--- src/source/lsu_pkg.sv ---
`default_nettype none

package lsu_pkg;

  // data path and byte lanes
  localparam int XLEN       = 64;
  localparam int STRB_W     = XLEN / 8;

  // 4 KiB of byte-addressed data memory
  localparam int ADDR_W     = 12;
  localparam int RAM_DEPTH  = 512;
  localparam int WORD_IDX_W = 9;

  // slave response delay of 0..15 cycles
  localparam int WAIT_W     = 4;

  // loads first, then stores
  typedef enum logic [3:0] {
    OP_LB  = 4'd0,
    OP_LH  = 4'd1,
    OP_LW  = 4'd2,
    OP_LD  = 4'd3,
    OP_LBU = 4'd4,
    OP_LHU = 4'd5,
    OP_LWU = 4'd6,
    OP_SB  = 4'd7,
    OP_SH  = 4'd8,
    OP_SW  = 4'd9,
    OP_SD  = 4'd10
  } lsu_op_e;

  typedef enum logic [1:0] {
    ST_IDLE   = 2'd0,
    ST_WAIT   = 2'd1,
    ST_ACCESS = 2'd2,
    ST_DONE   = 2'd3
  } lsu_state_e;

  // one memory request as issued by the core
  typedef struct packed {
    lsu_op_e             op;
    logic [ADDR_W-1:0]   addr;
    logic [XLEN-1:0]     wdata;
  } lsu_req_t;

  // word-wide port into the data RAM
  typedef struct packed {
    logic                  en;
    logic                  we;
    logic [WORD_IDX_W-1:0] idx;
    logic [STRB_W-1:0]     strb;
    logic [XLEN-1:0]       wdata;
  } ram_port_t;

endpackage

`default_nettype wire

--- src/source/lsu_fsm.sv ---
`timescale 1ns/1ps
`default_nettype none

module lsu_fsm (
  input  logic                         clk,
  input  logic                         rst_n_i,
  input  logic                         req_i,
  input  lsu_pkg::lsu_req_t            req_data_i,
  input  logic [lsu_pkg::WAIT_W-1:0]   wait_cycles_i,
  input  logic                         expired_i,
  input  logic                         misaligned_i,
  input  logic [lsu_pkg::STRB_W-1:0]   strb_i,
  input  logic [lsu_pkg::XLEN-1:0]     wdata_i,
  input  logic [lsu_pkg::XLEN-1:0]     ld_data_i,
  output logic                         ready_o,
  output logic                         done_o,
  output logic                         err_o,
  output lsu_pkg::lsu_req_t            cur_req_o,
  output logic                         timer_start_o,
  output logic [lsu_pkg::WAIT_W-1:0]   timer_count_o,
  output lsu_pkg::ram_port_t           ram_o,
  output logic [lsu_pkg::XLEN-1:0]     rdata_o
);
  import lsu_pkg::*;

  lsu_state_e      state_q;
  lsu_state_e      state_d;
  lsu_req_t        req_q;
  logic            err_q;
  logic [XLEN-1:0] rdata_q;
  logic            accept;
  logic            is_store;
  logic            load_done;

  // plain strobe taken only while idle
  assign accept   = req_i && (state_q == ST_IDLE);
  assign is_store = req_q.op inside {OP_SB, OP_SH, OP_SW, OP_SD};

  // aligner sees the incoming request while idle so misalignment is known at accept
  assign cur_req_o = (state_q == ST_IDLE) ? req_data_i : req_q;

  // no timer run for a refused access
  assign timer_start_o = accept && !misaligned_i;
  assign timer_count_o = wait_cycles_i;

  assign ready_o   = (state_q == ST_IDLE);
  assign done_o    = (state_q == ST_DONE);
  assign err_o     = (state_q == ST_DONE) && err_q;
  assign load_done = (state_q == ST_DONE) && !is_store && !err_q;

  // fresh load result in the done cycle and the last one held afterwards
  assign rdata_o = load_done ? ld_data_i : rdata_q;

  always_comb begin
    state_d = state_q;
    case (state_q)
      ST_IDLE: begin
        if (accept) begin
          if (misaligned_i) begin
            state_d = ST_DONE;
          end else if (expired_i) begin
            // zero wait skips straight to the RAM cycle
            state_d = ST_ACCESS;
          end else begin
            state_d = ST_WAIT;
          end
        end
      end
      ST_WAIT: begin
        if (expired_i) begin
          state_d = ST_ACCESS;
        end
      end
      ST_ACCESS: state_d = ST_DONE;
      default:   state_d = ST_IDLE;
    endcase
  end

  // RAM touched only in the access cycle
  always_comb begin
    ram_o.en    = (state_q == ST_ACCESS);
    ram_o.we    = (state_q == ST_ACCESS) && is_store;
    ram_o.idx   = req_q.addr[ADDR_W-1:ADDR_W-WORD_IDX_W];
    // loads read the full word
    ram_o.strb  = is_store ? strb_i : '1;
    ram_o.wdata = wdata_i;
  end

  always_ff @(posedge clk) begin
    if (!rst_n_i) begin
      state_q <= ST_IDLE;
      err_q   <= 1'b0;
      rdata_q <= '0;
    end else begin
      state_q <= state_d;
      if (accept) begin
        err_q <= misaligned_i;
      end
      if (load_done) begin
        rdata_q <= ld_data_i;
      end
    end
  end

  // request payload
  always_ff @(posedge clk) begin
    if (accept) begin
      req_q <= req_data_i;
    end
  end

endmodule

`default_nettype wire

--- config.mk ---
export PLATFORM = sky130hd
export DESIGN_NAME = lsu_fsm
export DESIGN_NICKNAME = d
export VERILOG_FILES = /design/src/source/lsu_pkg.sv /design/src/source/lsu_fsm.sv
export SDC_FILE = /design/constraint.sdc
export NUM_CORES = 1
export LEC_CHECK = 0
export BUFFER_PORTS_ARGS = -buffer_cell sky130_fd_sc_hd__clkbuf_2
export CAP_MARGIN = 30
export CORE_AREA = 2 2 180 182
export DETAILED_ROUTE_END_ITERATION = 7
export DIE_AREA = 0 0 182 184
export GPL_ROUTABILITY_DRIVEN = 0
export MAX_ROUTING_LAYER = met4
export SLEW_MARGIN = 10
export SYNTH_ARGS = -nofsm -noshare
export SYNTH_HDL_FRONTEND = slang
export SYNTH_SLANG_ARGS = --single-unit
--- constraint.sdc ---
create_clock -name clk -period 4.3 [get_ports clk]
set_input_delay 0.86 -clock clk [delete_from_list [all_inputs] [get_ports clk]]
set_output_delay 0.86 -clock clk [all_outputs]
set_load 0.03 [all_outputs]
==> results.json, run 1 <==
{
  "top_layer_used": "met4",
  "stdcell_area_um2": 9070,
  "async_reset_ff_frac": 0,
  "hold_violations": 0,
  "postCtsSetupRepairBufs": 0,
  "grt_pass1_vias": 4581,
  "ant_nets": 0,
  "worst_pin_slew_ns": 0.688,
  "rsz0062_at_grt": "no",
  "wl_met3_um": 1760,
  "path_cells": "and4b_1 -> a2111o_2 -> buf_12 -> mux2_4 -> clkbuf_2",
  "power.density_nw_per_um2": 689,
  "clock-sinks": 147,
  "p_sw_mw": 2.53,
  "antenna_found_initial": 1,
  "finClkSkew_ns": 0.00921,
  "status": "complete, no violations",
  "drive_gt1_frac": 0.669,
  "seqPwrFrac": 0.295,
  "hold_buffers": 0,
  "r2r-start": "state_q[1]",
  "crit_type": "reg2out",
  "synth_area_leaders": "edfxtp_1 34%, dfxtp_1 19%, mux2_2 13%",
  "min_to": "err_q",
  "peakVddDrop_uv": 315,
  "synth_top_area_cell": "edfxtp_1",
  "numPortBuffers": 323,
  "yosysMostFrequentCell": "mux2_2",
  "p_int_mw": 3.72,
  "detail_route.iter0.violations": 130,
  "cp-start-kind": "flop",
  "setup_tns_ns": 0,
  "synth_seq_area_share": 0.533,
  "clk_latency_ns": 0.43,
  "die_area_um2": 33500,
  "cp_num_buf_inv": 2,
  "coreArea_um2": 31400,
  "rr_worst_depth": 5,
  "worstReg2RegEnd": "req_q[16]",
  "cts_max_level": 4,
  "ys_top_cells_by_count": "84 x mux2_2, 80 x edfxtp_1, 77 x buf_4",
  "p_leak_nw": 4.24,
  "root_buffer": "clkbuf_16",
  "drv_cap": 0,
  "dr.pass1.iters": 4,
  "yosys_most_used_dff": "edfxtp_1",
  "yosysWarningCount": 0,
  "ys_types": 25,
  "crit_family": "compound AO/OA/AOI/OAI gates",
  "min_path_cells": 2,
  "cts_tree": "done",
  "clockBufferDepth": 2,
  "finalNetCount": 974,
  "fin_crit_sh": 0.766,
  "die_w_um": 182,
  "synth_cells": 496,
  "cp_slowest_cell": "a2111o_2",
  "min_path_type": "reg2reg",
  "wl_per_cell_um": 14.5,
  "die_y_um": 184,
  "syn_nets": 725,
  "endpoint_kind": "output port",
  "io_pins": 460,
  "track_usage": 0.103,
  "p_clk_frac": 0.230,
  "wl_met1_um": 7250,
  "numCtsBuffers": 17,
  "ys_ff_latch": 147,
  "syn-mean-instance-area_um2": 14.2,
  "ctsResizeCount": 0,
  "grt_max_degree": 54,
  "timing.fmax_mhz": 304,
  "min_from": "err_q",
  "grt_pass1_wl_um": 25000,
  "netlist_area_um2": 7020,
  "p_sw_frac": 0.405,
  "slew_violations": 0,
  "vias_per_cell": 3.86,
  "grt-ovfl-total": 0,
  "fill_cells": 3243,
  "place_hpwl_um": 12700,
  "path_clk_slew_ns": 0.07,
  "route.met2.wl_um": 7410,
  "p_comb_frac": 0.475,
  "rows": 65,
  "cp.required_ns": 3.44,
  "slew_headroom": 0.541,
  "synth_edf_count": 80,
  "placed_cell_area_um2": 8480,
  "final_period_minus_worst_setup_slack_ns": 3.29,
  "cp.arrival_ns": 2.43,
  "syn2layout_area_growth_pct": 29.2,
  "vias": 4476,
  "crit_path_max_fanout": 29,
  "reg2reg_setup_slack_ns": 1.81,
  "cpPeakStageDelay_ns": 0.56,
  "setup_violations": 0,
  "final_core_util": 0.289,
  "initial_utilization": 0.224,
  "drt-total-wl_um": 16800,
  "drc": 0,
  "yosysTopAreaCellShare": 0.342
}
cell usage in the layout, fill, tap and decap left out, types with 4 or more instances in the layout:
cell type  instances
inv_4              4
clkbuf_8           4
and2_1            65
dfxtp_1           67
edfxtp_1          80
mux2_4            60
nand2_1            6
mux2_2            84
buf_12             5
clkbuf_2         323
clkbuf_1           4
inv_1              6
nand2b_1           9
clkbuf_16         17
how the worst max path moves through the flow:
stage	startpoint	end	slack, ns	cells past startpoint
after CTS	req_q[79]	rdata_o[28]	0.49	5
after global placement	req_q[79]	rdata_o[11]	1.05	5
after floorplan	state_q[1]	ram_o[72]	1.09	5
after global routing	state_q[1]	cur_req_o[40]	0.85	5
after detailed placement	req_q[79]	rdata_o[28]	1.0	5
final	req_q[77]	rdata_o[41]	1.01	5
flip-flops by register name, indices dropped and copies added (netlist names):
signal	flops
req_q	71
rdata_q	64
err_q	1
state_q	2
ram_o	9
power by group through the flow:
stage / clock network, mW / registers, mW / logic (mW)
2_1_floorplan: 0 / 1.86 / 2.36
3_3_place_gp: 0 / 1.86 / 2.99
3_5_place_dp: 0 / 1.87 / 3.00
4_1_cts: 1.51 / 1.84 / 3.01
5_1_grt: 1.56 / 1.87 / 3.15
6_report: 1.44 / 1.84 / 2.97
kinds of logic after synthesis:
group | after synthesis | synth area share
DFF | 147 | 0.533
muxes | 144 | 0.263
buffers and inverters | 107 | 0.113
and+or+nand+nor | 84 | 0.0730
AOI/OAI and AO/OA | 10 | 0.0107
adders and majority gates | 4 | 0.00713
through the flow:
step	worst slack (ns)	hold slack (ns)	instances	power, mW
floorplan	1.09	0.452	496	4.23
global placement	1.05	0.484	1126	4.85
detailed placement	0.996	0.481	1127	4.87
CTS	0.489	0.491	1159	6.36
global route	0.852	0.543	1161	6.57
finish	1.01	0.488	1161	6.25
tightest hold or removal path: stages (launching register included):
cell      delay [ns]
dfxtp_1         0.32
nand2_1         0.05
a21boi_0        0.06
layer usage:
| metal | vias up | track usage |
|---|---|---|
| met5 | - | - |
| met4 | 0 | 0.0494 |
| met3 | 19 | 0.0505 |
| met2 | 286 | 0.154 |
| met1 | 2030 | 0.114 |
| li1 | 2141 | - |
final cells by class:
class	count	area, um^2	area share
clock buffer	25	495	0.0546
antenna	1	2.50	0.000276
timing repair buffer	330	1730	0.191
inverter	7	27.5	0.00303
tap	402	503	0.0554
multi-input combinational	242	2500	0.275
clock inverter	7	70.1	0.00772
sequential	147	3740	0.413
Power figures use the tool's default switching activity.
==> inputs of run 2 (changes only) <==
--- a/config.mk
+++ b/config.mk
@@ -7,9 +7,9 @@
 export LEC_CHECK = 0
 export BUFFER_PORTS_ARGS = -buffer_cell sky130_fd_sc_hd__clkbuf_2
 export CAP_MARGIN = 30
-export CORE_AREA = 2 2 180 182
+export CORE_AREA = 2 2 179 181
 export DETAILED_ROUTE_END_ITERATION = 7
-export DIE_AREA = 0 0 182 184
+export DIE_AREA = 0 0 181 183
 export GPL_ROUTABILITY_DRIVEN = 0
 export MAX_ROUTING_LAYER = met4
 export SLEW_MARGIN = 10
==> constraint.sdc (replaced) <==
create_clock -name clk -period 3 [get_ports clk]
set_input_delay 0.6 -clock clk [delete_from_list [all_inputs] [get_ports clk]]
set_output_delay 0.6 -clock clk [all_outputs]
set_load 0.03 [all_outputs]
==> results.json, run 2 (same netlist as run 1, synthesis figures left out) <==
{
  "vias": 4515,
  "rsz0062_at_grt": "no",
  "io_pins": 460,
  "slew_headroom": 0.767,
  "path_clk_slew_ns": 0.06,
  "root_buffer": "clkbuf_16",
  "grt_pass1_vias": 4609,
  "r2r-start": "state_q[0]",
  "crit_type": "reg2out",
  "final_period_minus_worst_setup_slack_ns": 2.90,
  "die_area_um2": 33100,
  "clock-sinks": 147,
  "min_path_type": "in2reg",
  "largest-register": "req_q",
  "layout_commonest_cell": "clkbuf_2",
  "status": "complete, no violations",
  "wl_met1_um": 7880,
  "p_leak_nw": 4.30,
  "clk_latency_ns": 0.43,
  "ant_nets": 0,
  "layout_common_cells": "309 x clkbuf_2, 84 x mux2_2, 80 x edfxtp_1",
  "finClkSkew_ns": 0.00748,
  "dr.pass1.iters": 4,
  "worst_pin_slew_ns": 0.350,
  "clockBufferDepth": 2,
  "stdcell_count": 1168,
  "grt_max_degree": 63,
  "startpoint": "state_q[0]",
  "slew_violations": 0,
  "antenna_found_initial": 3,
  "wl_met3_um": 1710,
  "setup_violations": 0,
  "finalNetCount": 980,
  "hold_buffers": 0,
  "wl_per_cell_um": 15.4,
  "numPortBuffers": 323,
  "timing.fmax_mhz": 344,
  "top_layer_used": "met4",
  "total_power_mw": 8.94,
  "detail_route.iter0.violations": 140,
  "min_from": "req_data_i[28]",
  "cp.arrival_ns": 2.30,
  "vias_per_cell": 3.87,
  "syn2layout_area_growth_pct": 30.8,
  "drive_gt1_frac": 0.676,
  "setup_tns_ns": 0,
  "coreArea_um2": 31200,
  "drt-total-wl_um": 18000,
  "holdWs_ns": 0.355,
  "die_w_um": 181,
  "power.density_nw_per_um2": 973,
  "grt-ovfl-total": 0,
  "post-place-cells": 1129,
  "die_y_um": 183,
  "fin_crit_sh": 0.968,
  "crit_path_max_fanout": 14,
  "route.met2.wl_um": 8100,
  "hold_violations": 0,
  "rows": 65,
  "numCtsBuffers": 17,
  "drv_cap": 0,
  "peakVddDrop_uv": 416,
  "drc": 0,
  "largest_reg_flops": 71,
  "place_hpwl_um": 13100,
  "cp-start-kind": "flop",
  "cts_tree": "done",
  "cp.required_ns": 2.40,
  "initial_utilization": 0.225,
  "track_usage": 0.109,
  "endpoint_kind": "output port",
  "grt_pass1_wl_um": 26200,
  "cts_max_level": 4
}
-- run 2: cell count changes in the layout (fill, tap and decap cells not counted), sizes merged --
cell,previous run,this run
clkinv,1,5
buf,7,22
clkbuf,348,339
bufinv,1,0
inv,10,6
diode,1,3
-- run 2: critical path: stages (launching register included) --
cell and delay (ns):
dfxtp_4 0.37, ha_4 0.15, inv_1 0.04, a2111o_2 0.46, buf_12 0.16, clkbuf_16 0.19, mux2_4 0.31, clkbuf_2 0.18
-- run 2: per-layer routing --
metal  vias up  GRT usage
li1       2163          -
met2       284      0.164
met4         0     0.0475
met5         -          -
met3        25     0.0475
met1      2043      0.126
-- run 2: where the power goes --
group | switching [mW] | leakage [nW] | internal [mW]
Sequential | 0.104 | 1.30 | 2.54
Combinational | 2.74 | 2.74 | 1.61
Clock | 0.823 | 0.261 | 1.11
Total | 3.67 | 4.30 | 5.27
-- run 2: layout make-up --
class                           instances  area [um^2]
Tap cell                              402          503
Antenna cell                            3         7.51
Fill cell                            3217        22000
Clock buffer                           25          487
Clock inverter                          6         32.5
Inverter                                7         30.0
Multi-Input combinational cell        242         2510
Timing Repair Buffer                  336         1860
Sequential cell                       147         3750
-- run 2: final timing paths --
check / end / slack (ns) / cells past startpoint
hold reg to reg: err_q / 0.49 / 2
hold / removal: req_q[28] / 0.35 / 1
setup reg to reg: req_q[42] / 1.00 / 6
setup / recovery: rdata_o[53] / 0.1 / 7
-- run 2: through the flow --
| step | setup WS, ns | instance area (um^2) | utilization |
|---|---|---|---|
| 6_report | 0.0960 | 9190 | 0.294 |
| 5_1_grt | 0.00247 | 9190 | 0.294 |
| 4_1_cts | 0.00170 | 9050 | 0.290 |
| 3_5_place_dp | 0.328 | 8510 | 0.273 |
| 3_3_place_gp | 0.388 | 8490 | 0.272 |
| 2_1_floorplan | 0.287 | 7030 | - |
-- run 2: what timing repair did --
action	CTS	global route
resized for setup	5	18
setup buffers	0	1
pin swaps	0	1
cloned	0	4
endpoints found under the setup margin	35	61
==> inputs of run 3 (changes only) <==
--- a/config.mk
+++ b/config.mk
@@ -5,11 +5,12 @@
 export SDC_FILE = /design/constraint.sdc
 export NUM_CORES = 1
 export LEC_CHECK = 0
+export ABC_AREA = 1
 export BUFFER_PORTS_ARGS = -buffer_cell sky130_fd_sc_hd__clkbuf_2
 export CAP_MARGIN = 30
-export CORE_AREA = 2 2 179 181
+export CORE_AREA = 2 2 178 180
 export DETAILED_ROUTE_END_ITERATION = 7
-export DIE_AREA = 0 0 181 183
+export DIE_AREA = 0 0 180 182
 export GPL_ROUTABILITY_DRIVEN = 0
 export MAX_ROUTING_LAYER = met4
 export SLEW_MARGIN = 10
==> results.json, run 3 <==
{
  "io_pins": 460,
  "peakVddDrop_uv": 339,
  "numCtsBuffers": 17,
  "synth_area_leaders": "edfxtp_1 32%, dfxtp_1 18%, mux2_2 12%",
  "ys_ff_latch": 147,
  "drt-total-wl_um": 19000,
  "hold_violations": 0,
  "detail_route.iter0.violations": 125,
  "grt-ovfl-total": 0,
  "route.met2.wl_um": 8740,
  "root_buffer": "clkbuf_16",
  "dp_slack_ns": 0.524,
  "place_hpwl_um": 14100,
  "status": "complete, no violations",
  "vias_per_cell": 3.91,
  "p_leak_nw": 5.22,
  "finClkSkew_ns": 0.0109,
  "timing.fmax_mhz": 352,
  "worstReg2RegEnd": "req_q[8]",
  "cts_max_level": 4,
  "cp-start-kind": "flop",
  "synth_top_area_cell": "edfxtp_1",
  "path_cells": "inv_1 -> ha_4 -> buf_12 -> mux2_2 -> clkbuf_2",
  "cp_slowest_cell": "ha_4",
  "syn2layout_area_growth_pct": 26.9,
  "largest-register": "req_q",
  "total_power_mw": 9.79,
  "wl_per_cell_um": 12.7,
  "endpoint_kind": "output port",
  "post-place-cells": 1469,
  "reg2reg_setup_slack_ns": 0.85,
  "slew_headroom": 0.594,
  "rsz0062_at_grt": "no",
  "grt_max_degree": 81,
  "crit_type": "reg2out",
  "fin_crit_sh": 0.946,
  "dr.pass1.iters": 4,
  "worst_pin_slew_ns": 0.609,
  "ys_types": 21,
  "ant_nets": 0,
  "wl_met3_um": 1560,
  "rr_worst_depth": 6,
  "setup_violations": 0,
  "setup_ws_ns": 0.162,
  "die_w_um": 180,
  "wl_met1_um": 8220,
  "min_path_type": "in2reg",
  "final_core_util": 0.310,
  "syn_nets": 1075,
  "slew_violations": 0,
  "cpPeakStageDelay_ns": 0.45,
  "setup_tns_ns": 0,
  "largest_reg_flops": 71,
  "netlist_area_um2": 7570,
  "clock-sinks": 147,
  "multi_input_area_um2": 2180,
  "async_reset_ff_frac": 0,
  "grt_pass1_vias": 5584,
  "placed_cell_area_um2": 8940,
  "fill_cells": 3276,
  "holdWs_ns": 0.368,
  "cp.arrival_ns": 2.24,
  "drive_gt1_frac": 0.409,
  "final_period_minus_worst_setup_slack_ns": 2.84,
  "drv_cap": 0,
  "critPathCapture": "cur_req_o[7]",
  "die_area_um2": 32800,
  "stdcell_area_um2": 9600,
  "path_clk_slew_ns": 0.07,
  "synth_edf_count": 80,
  "clk_latency_ns": 0.42,
  "syn-mean-instance-area_um2": 8.94,
  "finalNetCount": 1316,
  "die_y_um": 182,
  "startpoint": "state_q[1]",
  "yosysWarningCount": 0,
  "synth_seq_area_share": 0.495,
  "ys_top_cells_by_count": "206 x inv_1, 143 x nand2_1, 84 x buf_4",
  "cp.required_ns": 2.40,
  "layout_common_cells": "323 x clkbuf_2, 205 x inv_1, 143 x nand2_1",
  "vias": 5873,
  "drc": 0,
  "grt_pass1_wl_um": 29700,
  "power.density_nw_per_um2": 1020,
  "postCtsSetupRepairBufs": 0,
  "layout_commonest_cell": "clkbuf_2",
  "clockBufferDepth": 2,
  "crit_path_max_fanout": 32,
  "yosysTopAreaCellShare": 0.318,
  "top_layer_used": "met4",
  "initial_utilization": 0.244,
  "coreArea_um2": 31000,
  "yosysMostFrequentCell": "inv_1",
  "rows": 65,
  "yosys_most_used_dff": "edfxtp_1",
  "stdcell_count": 1502,
  "synth_cells": 846,
  "cts_tree": "done",
  "regArea_um2": 3740,
  "antenna_found_initial": 1,
  "numPortBuffers": 323,
  "track_usage": 0.119,
  "r2r-start": "state_q[1]"
}
==> run 3: cell types whose count changed in the layout (fill, tap and decap cells not counted), moves of 8 or more <==
| cell | before | now |
|---|---|---|
| and2_1 | 65 | 0 |
| buf_2 | 12 | 0 |
| clkbuf_2 | 309 | 323 |
| inv_1 | 6 | 205 |
| mux2_4 | 60 | 0 |
| nand2_1 | 6 | 143 |
| nand2b_1 | 9 | 0 |
| nand3_1 | 1 | 65 |
| nor2_1 | 1 | 69 |
| or2_1 | 0 | 8 |
==> run 3: worst max-delay path: cells and delay by family, from the launching register on <==
family	cells	cell delay [ns]
buffers and inverters	3	0.60
adders and majority gates	1	0.45
muxes	1	0.37
DFF	1	0.33
==> run 3: cell families (layout without fill, tap and decap cells) <==
group | after synthesis | count (layout) | synth area share
other | 0 | 1 | 0
muxes | 78 | 78 | 0.116
and+or+nand+nor | 288 | 288 | 0.159
DFF | 147 | 147 | 0.495
buffers and inverters | 321 | 574 | 0.219
AOI/OAI and AO/OA | 8 | 8 | 0.00529
adders and majority gates | 4 | 4 | 0.00662
==> run 3: worst min-delay path by stage <==
stage | startpoint | to | slack, ns | depth (start not counted)
3_3_place_gp | rdata_q[21] | rdata_q[21] | 0.51 | 4
2_1_floorplan | rdata_q[0] | rdata_q[0] | 0.50 | 4
6_report | req_data_i[75] | ram_o[80] | 0.37 | 1
4_1_cts | req_data_i[75] | ram_o[80] | 0.34 | 1
3_5_place_dp | rdata_q[60] | rdata_q[60] | 0.51 | 4
5_1_grt | req_data_i[75] | ram_o[80] | 0.33 | 1
==> run 3: report_power, final <==
| part | total [mW] | leakage, nW | internal [mW] | switching (mW) |
|---|---|---|---|---|
| clock network | 2.29 | 0.295 | 1.40 | 0.891 |
| registers | 2.69 | 1.30 | 2.58 | 0.107 |
| logic | 4.81 | 3.63 | 1.56 | 3.25 |
==> run 3: area by class of cell <==
type | count | area share
Antenna cell | 1 | 0.000261
Clock buffer | 17 | 0.0443
Clock inverter | 14 | 0.0207
Inverter | 207 | 0.0813
Multi-Input combinational cell | 378 | 0.227
Sequential cell | 147 | 0.390
Tap cell | 402 | 0.0524
Timing Repair Buffer | 336 | 0.184
==> run 3: repair_timing <==
| action | 4_1_cts | 5_1_grt |
|---|---|---|
| hold buffers | 0 | 0 |
| setup endpoints to repair | 0 | 31 |
| hold endpoints to repair | 0 | 0 |
| gates resized for setup | 0 | 1 |
==> run 3: per-layer routing <==
metal  GRT usage  vias up
met3      0.0425       38
met5           -        -
met2       0.188      250
met1       0.137     2605
li1            -     2980
met4      0.0514        0
